==> config.mk <==
export PLATFORM = sky130hd
export DESIGN_NAME = rv_core
export DESIGN_NICKNAME = d
export VERILOG_FILES = /design/src/rv_pkg.sv /design/src/rv_decoder.sv /design/src/rv_regfile.sv /design/src/rv_alu.sv /design/src/rv_branch_unit.sv /design/src/rv_core.sv
export SDC_FILE = /design/constraint.sdc
export NUM_CORES = 2
export LEC_CHECK = 0
export ABC_AREA = 1
export BUFFER_PORTS_ARGS = -buffer_cell sky130_fd_sc_hd__buf_2
export CAP_MARGIN = 20
export CORE_MARGIN = 10
export CORE_UTILIZATION = 40
export DETAILED_ROUTE_END_ITERATION = 16
export HOLD_SLACK_MARGIN = 0.1
export PLACE_DENSITY = 0.53
export SLEW_MARGIN = 0
export SYNTH_ARGS = -nofsm -noshare
export SYNTH_HDL_FRONTEND = slang
export SYNTH_SLANG_ARGS = --single-unit
==> constraint.sdc <==
create_clock -name clk -period 9.5 [get_ports clk]
set_clock_uncertainty 0.15 [all_clocks]
set_input_delay 0.95 -clock clk [delete_from_list [all_inputs] [get_ports clk]]
set_output_delay 0.95 -clock clk [all_outputs]
set_load 0.03 [all_outputs]
==> src/rv_pkg.sv <==
package rv_pkg;

  // datapath geometry
  localparam int XLEN       = 32;
  localparam int REG_ADDR_W = 5;
  localparam int NUM_REGS   = 32;

  localparam logic [XLEN-1:0] PC_STEP  = 32'd4;
  localparam logic [XLEN-1:0] RESET_PC = 32'h0000_0000;

  // major opcodes handled by the core
  typedef enum logic [6:0] {
    OPC_LUI    = 7'b0110111,
    OPC_AUIPC  = 7'b0010111,
    OPC_BRANCH = 7'b1100011,
    OPC_OP_IMM = 7'b0010011,
    OPC_OP     = 7'b0110011,
    OPC_SYSTEM = 7'b1110011
  } opcode_e;

  // funct3 of the arithmetic groups, shared by OP and OP-IMM
  localparam logic [2:0] F3_ADD_SUB = 3'b000;
  localparam logic [2:0] F3_SLL     = 3'b001;
  localparam logic [2:0] F3_SLT     = 3'b010;
  localparam logic [2:0] F3_SLTU    = 3'b011;
  localparam logic [2:0] F3_XOR     = 3'b100;
  localparam logic [2:0] F3_SRL_SRA = 3'b101;
  localparam logic [2:0] F3_OR      = 3'b110;
  localparam logic [2:0] F3_AND     = 3'b111;

  // funct3 of the conditional branches
  localparam logic [2:0] F3_BEQ  = 3'b000;
  localparam logic [2:0] F3_BNE  = 3'b001;
  localparam logic [2:0] F3_BLT  = 3'b100;
  localparam logic [2:0] F3_BGE  = 3'b101;
  localparam logic [2:0] F3_BLTU = 3'b110;
  localparam logic [2:0] F3_BGEU = 3'b111;

  // funct7 values, alt selects SUB and SRA/SRAI
  localparam logic [6:0] FUNCT7_BASE = 7'b0000000;
  localparam logic [6:0] FUNCT7_ALT  = 7'b0100000;

  typedef struct packed {
    logic [6:0] funct7;
    logic [4:0] rs2;
    logic [4:0] rs1;
    logic [2:0] funct3;
    logic [4:0] rd;
    logic [6:0] opcode;
  } insn_r_t;

  typedef struct packed {
    logic [11:0] imm;
    logic [4:0]  rs1;
    logic [2:0]  funct3;
    logic [4:0]  rd;
    logic [6:0]  opcode;
  } insn_i_t;

  typedef struct packed {
    logic [6:0] imm_hi;
    logic [4:0] rs2;
    logic [4:0] rs1;
    logic [2:0] funct3;
    logic [4:0] imm_lo;
    logic [6:0] opcode;
  } insn_s_t;

  // branch offset bits are scattered around the register fields
  typedef struct packed {
    logic       imm_12;
    logic [5:0] imm_10_5;
    logic [4:0] rs2;
    logic [4:0] rs1;
    logic [2:0] funct3;
    logic [3:0] imm_4_1;
    logic       imm_11;
    logic [6:0] opcode;
  } insn_b_t;

  typedef struct packed {
    logic [19:0] imm;
    logic [4:0]  rd;
    logic [6:0]  opcode;
  } insn_u_t;

  // one instruction word, seen through each encoding format
  typedef union packed {
    insn_r_t r;
    insn_i_t i;
    insn_s_t s;
    insn_b_t b;
    insn_u_t u;
  } insn_t;

  typedef enum logic [3:0] {
    ALU_ADD,
    ALU_SUB,
    ALU_SLL,
    ALU_SLT,
    ALU_SLTU,
    ALU_XOR,
    ALU_SRL,
    ALU_SRA,
    ALU_OR,
    ALU_AND,
    ALU_PASS_B,
    ALU_PC_PLUS_B
  } alu_op_e;

  // encoded as the branch funct3
  typedef enum logic [2:0] {
    BR_EQ  = 3'b000,
    BR_NE  = 3'b001,
    BR_LT  = 3'b100,
    BR_GE  = 3'b101,
    BR_LTU = 3'b110,
    BR_GEU = 3'b111
  } branch_op_e;

  typedef struct packed {
    logic [REG_ADDR_W-1:0] rs1;
    logic [REG_ADDR_W-1:0] rs2;
    logic [REG_ADDR_W-1:0] rd;
    logic [XLEN-1:0]       imm;
    alu_op_e               alu_op;
    logic                  use_imm;
    logic                  rd_we;
    logic                  is_branch;
    branch_op_e            branch_op;
    logic                  is_halt;
  } decoded_t;

  // record of one retired instruction
  typedef struct packed {
    logic [XLEN-1:0]       pc;
    logic [XLEN-1:0]       next_pc;
    logic                  rd_we;
    logic [REG_ADDR_W-1:0] rd;
    logic [XLEN-1:0]       rd_data;
  } commit_t;

endpackage

==> src/rv_decoder.sv <==
module rv_decoder (
  input  rv_pkg::insn_t    i_insn,
  output rv_pkg::decoded_t o_dec
);

  logic [rv_pkg::XLEN-1:0] imm_i;
  logic [rv_pkg::XLEN-1:0] imm_b;
  logic [rv_pkg::XLEN-1:0] imm_u;
  logic                    is_op;
  logic                    f7_base;
  logic                    f7_alt;
  logic                    op_ok;
  logic                    imm_ok;
  rv_pkg::alu_op_e         arith_op;

  // immediates, sign-extended from the matching format
  assign imm_i = {{20{i_insn.i.imm[11]}}, i_insn.i.imm};
  assign imm_b = {{20{i_insn.b.imm_12}}, i_insn.b.imm_11, i_insn.b.imm_10_5,
                  i_insn.b.imm_4_1, 1'b0};
  assign imm_u = {i_insn.u.imm, 12'b0};

  assign is_op   = i_insn.r.opcode == rv_pkg::OPC_OP;
  assign f7_base = i_insn.r.funct7 == rv_pkg::FUNCT7_BASE;
  assign f7_alt  = i_insn.r.funct7 == rv_pkg::FUNCT7_ALT;

  // register-register form: alt funct7 only for SUB and SRA
  assign op_ok = f7_base ||
                 (f7_alt && (i_insn.r.funct3 == rv_pkg::F3_ADD_SUB ||
                             i_insn.r.funct3 == rv_pkg::F3_SRL_SRA));

  // immediate form: funct7 only constrains the shifts
  always_comb
  begin
    case (i_insn.r.funct3)
      rv_pkg::F3_SLL:     imm_ok = f7_base;
      rv_pkg::F3_SRL_SRA: imm_ok = f7_base || f7_alt;
      default:            imm_ok = 1'b1;
    endcase
  end

  // funct3 to ALU op, common to OP and OP-IMM
  always_comb
  begin
    case (i_insn.r.funct3)
      rv_pkg::F3_ADD_SUB: arith_op = (is_op && f7_alt) ? rv_pkg::ALU_SUB : rv_pkg::ALU_ADD;
      rv_pkg::F3_SLL:     arith_op = rv_pkg::ALU_SLL;
      rv_pkg::F3_SLT:     arith_op = rv_pkg::ALU_SLT;
      rv_pkg::F3_SLTU:    arith_op = rv_pkg::ALU_SLTU;
      rv_pkg::F3_XOR:     arith_op = rv_pkg::ALU_XOR;
      rv_pkg::F3_SRL_SRA: arith_op = f7_alt ? rv_pkg::ALU_SRA : rv_pkg::ALU_SRL;
      rv_pkg::F3_OR:      arith_op = rv_pkg::ALU_OR;
      rv_pkg::F3_AND:     arith_op = rv_pkg::ALU_AND;
      default:            arith_op = rv_pkg::ALU_ADD;
    endcase
  end

  always_comb
  begin
    // anything unmatched falls through as a plain pc+4 no-op
    o_dec           = '0;
    o_dec.rs1       = i_insn.r.rs1;
    o_dec.rs2       = i_insn.r.rs2;
    o_dec.rd        = i_insn.r.rd;
    o_dec.alu_op    = rv_pkg::ALU_ADD;
    o_dec.branch_op = rv_pkg::BR_EQ;

    case (i_insn.r.opcode)
      rv_pkg::OPC_LUI:
      begin
        o_dec.imm     = imm_u;
        o_dec.use_imm = 1'b1;
        o_dec.alu_op  = rv_pkg::ALU_PASS_B;
        o_dec.rd_we   = 1'b1;
      end
      rv_pkg::OPC_AUIPC:
      begin
        o_dec.imm     = imm_u;
        o_dec.use_imm = 1'b1;
        o_dec.alu_op  = rv_pkg::ALU_PC_PLUS_B;
        o_dec.rd_we   = 1'b1;
      end
      rv_pkg::OPC_OP_IMM:
      begin
        if (imm_ok)
        begin
          o_dec.imm     = imm_i;
          o_dec.use_imm = 1'b1;
          o_dec.alu_op  = arith_op;
          o_dec.rd_we   = 1'b1;
        end
      end
      rv_pkg::OPC_OP:
      begin
        if (op_ok)
        begin
          o_dec.alu_op = arith_op;
          o_dec.rd_we  = 1'b1;
        end
      end
      rv_pkg::OPC_BRANCH:
      begin
        case (i_insn.b.funct3)
          rv_pkg::F3_BEQ, rv_pkg::F3_BNE, rv_pkg::F3_BLT,
          rv_pkg::F3_BGE, rv_pkg::F3_BLTU, rv_pkg::F3_BGEU:
          begin
            o_dec.imm       = imm_b;
            o_dec.is_branch = 1'b1;
            o_dec.branch_op = rv_pkg::branch_op_e'(i_insn.b.funct3);
          end
          default:
          begin
          end
        endcase
      end
      rv_pkg::OPC_SYSTEM:
      begin
        // only the all-zero ECALL form halts
        o_dec.is_halt = {i_insn.i.imm, i_insn.i.rs1, i_insn.i.funct3, i_insn.i.rd} == '0;
      end
      default:
      begin
      end
    endcase
  end

endmodule

==> src/rv_regfile.sv <==
module rv_regfile (
  input  logic                          clk,
  input  logic                          rst,
  input  logic [rv_pkg::REG_ADDR_W-1:0] i_rs1_addr,
  input  logic [rv_pkg::REG_ADDR_W-1:0] i_rs2_addr,
  input  logic [rv_pkg::REG_ADDR_W-1:0] i_rd_addr,
  input  logic                          i_rd_we,
  input  logic [rv_pkg::XLEN-1:0]       i_rd_data,
  output logic [rv_pkg::XLEN-1:0]       o_rs1_data,
  output logic [rv_pkg::XLEN-1:0]       o_rs2_data
);

  logic [rv_pkg::XLEN-1:0] regs [rv_pkg::NUM_REGS];

  // x0 is never written
  always_ff @(posedge clk)
  begin
    if (rst)
    begin
      for (int i = 0; i < rv_pkg::NUM_REGS; i++)
      begin
        regs[i] <= '0;
      end
    end
    else if (i_rd_we && (i_rd_addr != '0))
    begin
      regs[i_rd_addr] <= i_rd_data;
    end
  end

  // combinational reads see the value before this cycle's write
  assign o_rs1_data = (i_rs1_addr == '0) ? '0 : regs[i_rs1_addr];
  assign o_rs2_data = (i_rs2_addr == '0) ? '0 : regs[i_rs2_addr];

endmodule

==> src/rv_alu.sv <==
module rv_alu (
  input  rv_pkg::alu_op_e         i_op,
  input  logic [rv_pkg::XLEN-1:0] i_src_a,
  input  logic [rv_pkg::XLEN-1:0] i_src_b,
  input  logic [rv_pkg::XLEN-1:0] i_pc,
  output logic [rv_pkg::XLEN-1:0] o_result
);

  logic [4:0] shamt;
  logic       lt_signed;
  logic       lt_unsigned;

  // shifts only look at the low five bits
  assign shamt = i_src_b[4:0];

  assign lt_signed   = $signed(i_src_a) < $signed(i_src_b);
  assign lt_unsigned = i_src_a < i_src_b;

  always_comb
  begin
    case (i_op)
      rv_pkg::ALU_ADD:
      begin
        o_result = i_src_a + i_src_b;
      end
      rv_pkg::ALU_SUB:
      begin
        o_result = i_src_a - i_src_b;
      end
      rv_pkg::ALU_SLL:
      begin
        o_result = i_src_a << shamt;
      end
      rv_pkg::ALU_SLT:
      begin
        o_result = {{(rv_pkg::XLEN-1){1'b0}}, lt_signed};
      end
      rv_pkg::ALU_SLTU:
      begin
        o_result = {{(rv_pkg::XLEN-1){1'b0}}, lt_unsigned};
      end
      rv_pkg::ALU_XOR:
      begin
        o_result = i_src_a ^ i_src_b;
      end
      rv_pkg::ALU_SRL:
      begin
        o_result = i_src_a >> shamt;
      end
      rv_pkg::ALU_SRA:
      begin
        // sign fill from bit 31
        o_result = $unsigned($signed(i_src_a) >>> shamt);
      end
      rv_pkg::ALU_OR:
      begin
        o_result = i_src_a | i_src_b;
      end
      rv_pkg::ALU_AND:
      begin
        o_result = i_src_a & i_src_b;
      end
      // lui
      rv_pkg::ALU_PASS_B:
      begin
        o_result = i_src_b;
      end
      // auipc
      rv_pkg::ALU_PC_PLUS_B:
      begin
        o_result = i_pc + i_src_b;
      end
      default:
      begin
        o_result = '0;
      end
    endcase
  end

endmodule

==> src/rv_branch_unit.sv <==
module rv_branch_unit (
  input  logic                    i_is_branch,
  input  rv_pkg::branch_op_e      i_branch_op,
  input  logic [rv_pkg::XLEN-1:0] i_rs1_data,
  input  logic [rv_pkg::XLEN-1:0] i_rs2_data,
  input  logic [rv_pkg::XLEN-1:0] i_imm,
  input  logic [rv_pkg::XLEN-1:0] i_pc,
  output logic [rv_pkg::XLEN-1:0] o_next_pc
);

  logic eq;
  logic lt_signed;
  logic lt_unsigned;
  logic taken;

  assign eq          = i_rs1_data == i_rs2_data;
  assign lt_signed   = $signed(i_rs1_data) < $signed(i_rs2_data);
  assign lt_unsigned = i_rs1_data < i_rs2_data;

  // ge conditions are the inverse of lt
  always_comb
  begin
    case (i_branch_op)
      rv_pkg::BR_EQ:  taken = eq;
      rv_pkg::BR_NE:  taken = !eq;
      rv_pkg::BR_LT:  taken = lt_signed;
      rv_pkg::BR_GE:  taken = !lt_signed;
      rv_pkg::BR_LTU: taken = lt_unsigned;
      rv_pkg::BR_GEU: taken = !lt_unsigned;
      default:        taken = 1'b0;
    endcase
  end

  // target is pc relative
  assign o_next_pc = (i_is_branch && taken) ? i_pc + i_imm : i_pc + rv_pkg::PC_STEP;

endmodule

==> src/rv_core.sv <==
module rv_core (
  input  logic                    clk,
  input  logic                    rst,
  input  logic                    i_insn_valid,
  input  rv_pkg::insn_t           i_insn,
  output logic                    o_insn_ready,
  output logic [rv_pkg::XLEN-1:0] o_pc,
  output logic                    o_commit_valid,
  output rv_pkg::commit_t         o_commit,
  output logic                    o_halt
);

  logic [rv_pkg::XLEN-1:0] pc_q;
  logic                    halt_q;
  logic                    accept;
  logic                    rd_we;
  rv_pkg::decoded_t        dec;
  logic [rv_pkg::XLEN-1:0] rs1_data;
  logic [rv_pkg::XLEN-1:0] rs2_data;
  logic [rv_pkg::XLEN-1:0] alu_src_b;
  logic [rv_pkg::XLEN-1:0] alu_result;
  logic [rv_pkg::XLEN-1:0] next_pc;

  // fetch handshake, closed for good once halted
  assign o_insn_ready = !halt_q;
  assign accept       = i_insn_valid && o_insn_ready;

  // writeback only for an accepted instruction
  assign rd_we = accept && dec.rd_we;

  always_ff @(posedge clk)
  begin
    if (rst)
    begin
      pc_q   <= rv_pkg::RESET_PC;
      halt_q <= 1'b0;
    end
    else if (accept)
    begin
      pc_q <= next_pc;
      if (dec.is_halt)
      begin
        halt_q <= 1'b1;
      end
    end
  end

  rv_decoder u_decoder (
    .i_insn (i_insn),
    .o_dec  (dec)
  );

  rv_regfile u_regfile (
    .clk        (clk),
    .rst        (rst),
    .i_rs1_addr (dec.rs1),
    .i_rs2_addr (dec.rs2),
    .i_rd_addr  (dec.rd),
    .i_rd_we    (rd_we),
    .i_rd_data  (alu_result),
    .o_rs1_data (rs1_data),
    .o_rs2_data (rs2_data)
  );

  // immediate or rs2 as second operand
  assign alu_src_b = dec.use_imm ? dec.imm : rs2_data;

  rv_alu u_alu (
    .i_op     (dec.alu_op),
    .i_src_a  (rs1_data),
    .i_src_b  (alu_src_b),
    .i_pc     (pc_q),
    .o_result (alu_result)
  );

  rv_branch_unit u_branch_unit (
    .i_is_branch (dec.is_branch),
    .i_branch_op (dec.branch_op),
    .i_rs1_data  (rs1_data),
    .i_rs2_data  (rs2_data),
    .i_imm       (dec.imm),
    .i_pc        (pc_q),
    .o_next_pc   (next_pc)
  );

  // retire record, valid in the accepting cycle
  always_comb
  begin
    o_commit.pc      = pc_q;
    o_commit.next_pc = next_pc;
    o_commit.rd_we   = rd_we;
    o_commit.rd      = dec.rd;
    o_commit.rd_data = alu_result;
  end

  assign o_commit_valid = accept;
  assign o_pc           = pc_q;
  assign o_halt         = halt_q;

endmodule

### Yosys cells after proc, flatten, opt, wreduce, memory -nomap -nowiden

Memories as Yosys holds them, arrays and structs flattened.
Cells that the tools add are included.

| storage, ports and cells | value |
|---|---|
| register bits after elaboration | 33 |
| memory bits (writable) | 1024 |
| bits of input ports | 35 |
| output and inout bits | 137 |
| word-level logic and storage cells | 103 |
| memories | 1 |

| operators by class | value |
|---|---|
| add/sub/neg operators | 5 |
| order comparisons | 4 |
| eq/ne operators | 31 |
| shift-type cells | 3 |
| muxes and demuxes | 29 |
| bitwise gates (word level) | 3 |
| reductions and logical operators | 25 |

Memories:

| name | depth | bits a word | rd ports | clocked after memory_dff | write ports | RTL line | source |
|---|---|---|---|---|---|---|---|
| u_regfile.regs | 32 | 32 | 2 | 0 | 32 | rv_regfile.sv:13 | `logic [rv_pkg::XLEN-1:0] regs [rv_pkg::NUM_REGS];` |

Operators by type and width:

| kind | number |
|---|---|
| case mux 32 bit (12 select lines) | 1 |
| two-way mux 32 bit | 6 |
| less-than comparator 32 bit | 4 |
| adder 32 bit | 3 |
| case mux 32 bit (3 select lines) | 1 |
| two-way mux 38 bit | 1 |
| adder 32 x 3 -> 32 bit, second input constant | 1 |
| bitwise AND 32 bit | 1 |
| == test 32 bit | 1 |
| OR 32 bit | 1 |
| case mux 4 bit (8 select lines) | 1 |
| OR reduction 32 bit | 1 |
| << shifter 32 x 5 -> 32 bit | 1 |
| >> shifter 32 x 5 -> 32 bit | 1 |
| >>> shifter 32 x 5 -> 32 bit | 1 |
| subtractor 32 bit | 1 |
| bitwise XOR 32 bit | 1 |
| logical NOT 25 bit | 1 |
| == test 3 bit, second input constant | 8 |
| == test 7 x 6 -> 1 bit, second input constant | 3 |
| == test 4 x 3 -> 1 bit, second input constant | 4 |
| == test 4 bit, second input constant | 4 |
| case mux 4 bit (4 select lines) | 1 |
| == test 7 x 5 -> 1 bit, second input constant | 2 |
| other kinds (22) | 50 |

### Longest topological paths before layout

| logic depth | value |
|---|---|
| depth after elaboration | 13 |
| mapped depth | 37 |
| mapped depth without buffers | 32 |

### Modules after synthesis

A second synthesis with hierarchy kept.

| unflattened totals | value |
|---|---|
| cell total of the unflattened synthesis | 10749 |
| area total of the unflattened synthesis | 74736.7 um^2 |

By module, submodules not included:

| module | times used | cells an instance | area each (um^2) | sequential area each (um^2) |
|---|---|---|---|---|
| rv_regfile | 1 | 7252 | 56525.5 | 30749.5 |
| rv_alu | 1 | 2262 | 11066.9 | 0.0 |
| rv_branch_unit | 1 | 707 | 4149.0 | 0.0 |
| rv_core | 1 | 349 | 2103.3 | 660.6 |
| rv_decoder | 1 | 179 | 892.1 | 0.0 |

### Worst setup path after synthesis

Ideal clock, no wire load.

| timing | value |
|---|---|
| path kind | in2out |
| from | input i_insn[21] in the netlist's numbering |
| to | output o_commit[31] in the netlist's numbering |
| data arrival time | 5.242 ns |
| data required time | 8.400 ns |
| slack | 3.158 ns |
| cell stages on the path | 29 |
| path buffers | 7 |
| path through | buf_4 > buf_4 > buf_4 > buf_2 > clkbuf_1 > clkbuf_1 > o21ai_0 > o22ai_1 > a21oi_1 > o311ai_1 > nand2_1 > o21ai_1 > inv_1 > ha_1 > nand2_1 > nor4_1 > nand3_1 > nand3_1 > nand2_1 > o211ai_1 > nand2_1 > inv_1 > nor2_1 > o21ai_0 > xor2_1 > nor2_1 > nor2_2 > buf_4 > inv_2 |

RTL lines:

| what | RTL line | source |
|---|---|---|
| start: declaration | rv_core.sv:5 | `input rv_pkg::insn_t i_insn,` |
| end: declaration | rv_core.sv:9 | `output rv_pkg::commit_t o_commit,` |

==> metrics <==
commonest non-fill, non-tap cell in the layout=nand2_1; Synth Area per Inst=7.64 µm²; Root Buffer=clkbuf_16; Yosys cell types=65; Post-DRT Antenna Nets=0; # nets final=~9700; Total Routed Length=between 300000 and 400000 µm; final setup TNS=0 ns; largest net degree at the start of global routing=around 180; outcome=finished clean; # fillers=18572; post-synth top area share=about two fifths; area grow syn2layout=8.10%; antenna violations before repair=20; reg2reg setup slack=roughly 2.8 ns; Slew headroom=9.15%; Synth Cell Area=0.0734 mm²; # DRC=0; largest area contributor in the netlist=edfxtp_1; hold buffer count at CTS=0; Final Non-Filler Cells=about 12000; largest cells by area after synthesis=edfxtp_1 42%, nand2_1 10%, o21ai_0 6.6%; Longest Clk Path Bufs=3; Peak VDD IR=between 0.15 and 0.2 mV; TritonCTS buffer count=between 100 and 150; Achievable Freq=about 110 MHz; Core Box Area=0.183 mm²; CTS resizes=0; kind of critical path=in2out; clock slew at reported path FFs=around 0.060 ns; vias per cell=around 6.1; port bufs=171; register area share after synthesis=around 43%; fin crit period=between 8 and 9 ns; Hold Crit Class=reg2reg; CP max FO=between 40 and 50; layout cell share with drive strength beyond 1=roughly 9.1%; Routability Congestion=0.986; DIE HEIGHT=roughly 450 µm; max-cap violations=0; most frequent cells in the layout=1955 x nand2_1, 1236 x nor2_1, 1024 x edfxtp_1, 966 x o21ai_0, 883 x a21oi_1; width of the die=448 µm; IO Pins=172; vias in the first global route=~67000; synthesized flop and latch total=between 1000 and 1500; GRT Util Overall=~34%; synth warn=0; global-route wire length before repair=~500000 µm; clk sinks=~1100; RSZ-0062 raised after global routing=no; Mapped Cells=9600; number of enable flip-flop cells after synthesis=a little over 1000; Final HPWL DP=roughly 230000 µm; Final Max Slew Viols=0; CTS tree=done; leak pwr=approximately 34 nW; gr ovfl total=0; Pwr Density=roughly 180 mW/mm²; Final Setup Violations=0; placed insts=~12000; H-tree depth=3; initial DRC count=roughly 11000; final hold vios=0; Final period util=93.6%; Post-CTS Setup Inserts=0; Pre-Repair DR Iteration Count=7; critical path startpoint category=primary input; Required @ worst endpoint=around 8.4 ns; fraction of registers with async set/reset=0%; ys flop type=edfxtp_1; Row Count=157; die area=~0.2 mm²; worst skew pair latency=a little over 0.8 ns; worst-margin pin slew=roughly 1.3 ns; Arr. time, crit path=~8 ns; starting density of the core=between 40% and 50%; Worst Setup End Kind=primary output; vias post-DR=between 70000 and 80000; Avg WL per Cell=~30 µm
-- sequential cells by signal, indices dropped and copies added, names as in the netlist --
signal and count:
u_regfile.regs 1024, o_pc 32, o_halt 1
-- per-stage QoR --
step / total power [mW] / worst slack (ns) / hold WS (ns) / util [%] / cell area (µm²)
final: 14.7 / 0.606 / 0.387 / 43.4 / 79300
after global routing: 15.1 / 0.527 / 0.447 / 43.4 / 79300
after CTS: 14.6 / 0.718 / 0.389 / 43.4 / 79300
after detailed placement: 10.0 / 0.749 / 0.374 / 41.4 / 75600
after global placement: 10.0 / 0.755 / 0.336 / 41.4 / 75600
after floorplan: 8.26 / 3.16 / 0.573 / - / 73500
-- power by group --
group / switching, mW / leakage (nW) / internal (mW) / total (mW)
clock: 2.06 / 1.84 / 2.52 / 4.59
sequential: 0.105 / 10.8 / 5.27 / 5.37
combinational: 3.63 / 20.9 / 1.06 / 4.70
total: 5.80 / 33.6 / 8.85 / 14.7
-- cells by family after synthesis --
logic type               count (synthesis)  synth area share [%]
multiplexers                            52                 0.710
AND/OR/NAND/NOR                       4250                  24.2
AO/OA/AOI/OAI                         2396                  17.9
flip-flops                            1057                  42.8
other                                    1               0.00511
adder cells (fa/ha/maj)                195                  3.36
XOR/XNOR                                72                 0.860
buffers and inverters                 1577                  10.2
-- final timing paths --
path / startpoint / end / cells after the start
setup / recovery: i_insn[21] / o_commit[22] / 21
hold / removal: o_halt$_SDFFE_PP0P_ / o_halt$_SDFFE_PP0P_ / 2
setup reg to reg: u_regfile.regs[24][0]$_SDFFCE_PN0P_ / u_regfile.regs[2][24]$_SDFFCE_PN0P_ / 27
hold reg to reg: o_halt$_SDFFE_PP0P_ / o_halt$_SDFFE_PP0P_ / 2
-- cells in the mapped netlist (all sizes together), types with 9 or more instances --
cell and n:
o311ai 12, xnor2 20, mux2i 52, a211oi 14, o21bai 9, nand2 2006
nor2 1291, nand4 37, nor4 18, a21boi 16, nand3 819, o21ai 1051
nor3 36, ha 192, clkbuf 172, a21o 13, edfxtp 1024, inv 813
clkinv 17, a31oi 15, dfxtp 33, o221ai 20, o22ai 94, or2 32
xor2 52, buf 575, o211ai 234, a21oi 896
-- cell type report --
| class | count | area (µm²) | area share, % |
|---|---|---|---|
| diodes | 4 | 10.0 | 0.0126 |
| inverters | 830 | 3160 | 3.98 |
| repair buffers | 440 | 3170 | 3.99 |
| well taps | 2385 | 2980 | 3.76 |
| flip-flops and latches | 1057 | 31400 | 39.6 |
| multi-input cells | 6997 | 34800 | 43.9 |
| clock inverters | 74 | 606 | 0.764 |
| clock buffers | 145 | 3130 | 3.94 |
-- metal layers --
layer  up-vias  track usage [%]  wire length (µm)
met2      4891             50.2            149000
met3       894             6.52             39100
met4        12             20.6             25200
li1      32212                -                 -
met1     35059             45.8            141000
met5         -                0                76
-- critical path: stages --
cell	delay (ns)
clkbuf_8	0.39
inv_6	0.27
nor2_4	0.16
buf_4	0.64
a221oi_1	0.34
o311ai_0	0.87
buf_4	0.28
nand2_1	0.08
o22ai_1	0.28
ha_1	0.33
nand2_1	0.15
nor4_1	0.77
nand4_1	0.40
nand3_1	0.34
nand2_1	0.10
o211ai_1	0.13
a21oi_1	0.17
nand3b_1	0.32
nor2_4	0.44
inv_1	0.07
buf_2	0.19
Note: power is estimated with default switching activity, not from simulation.
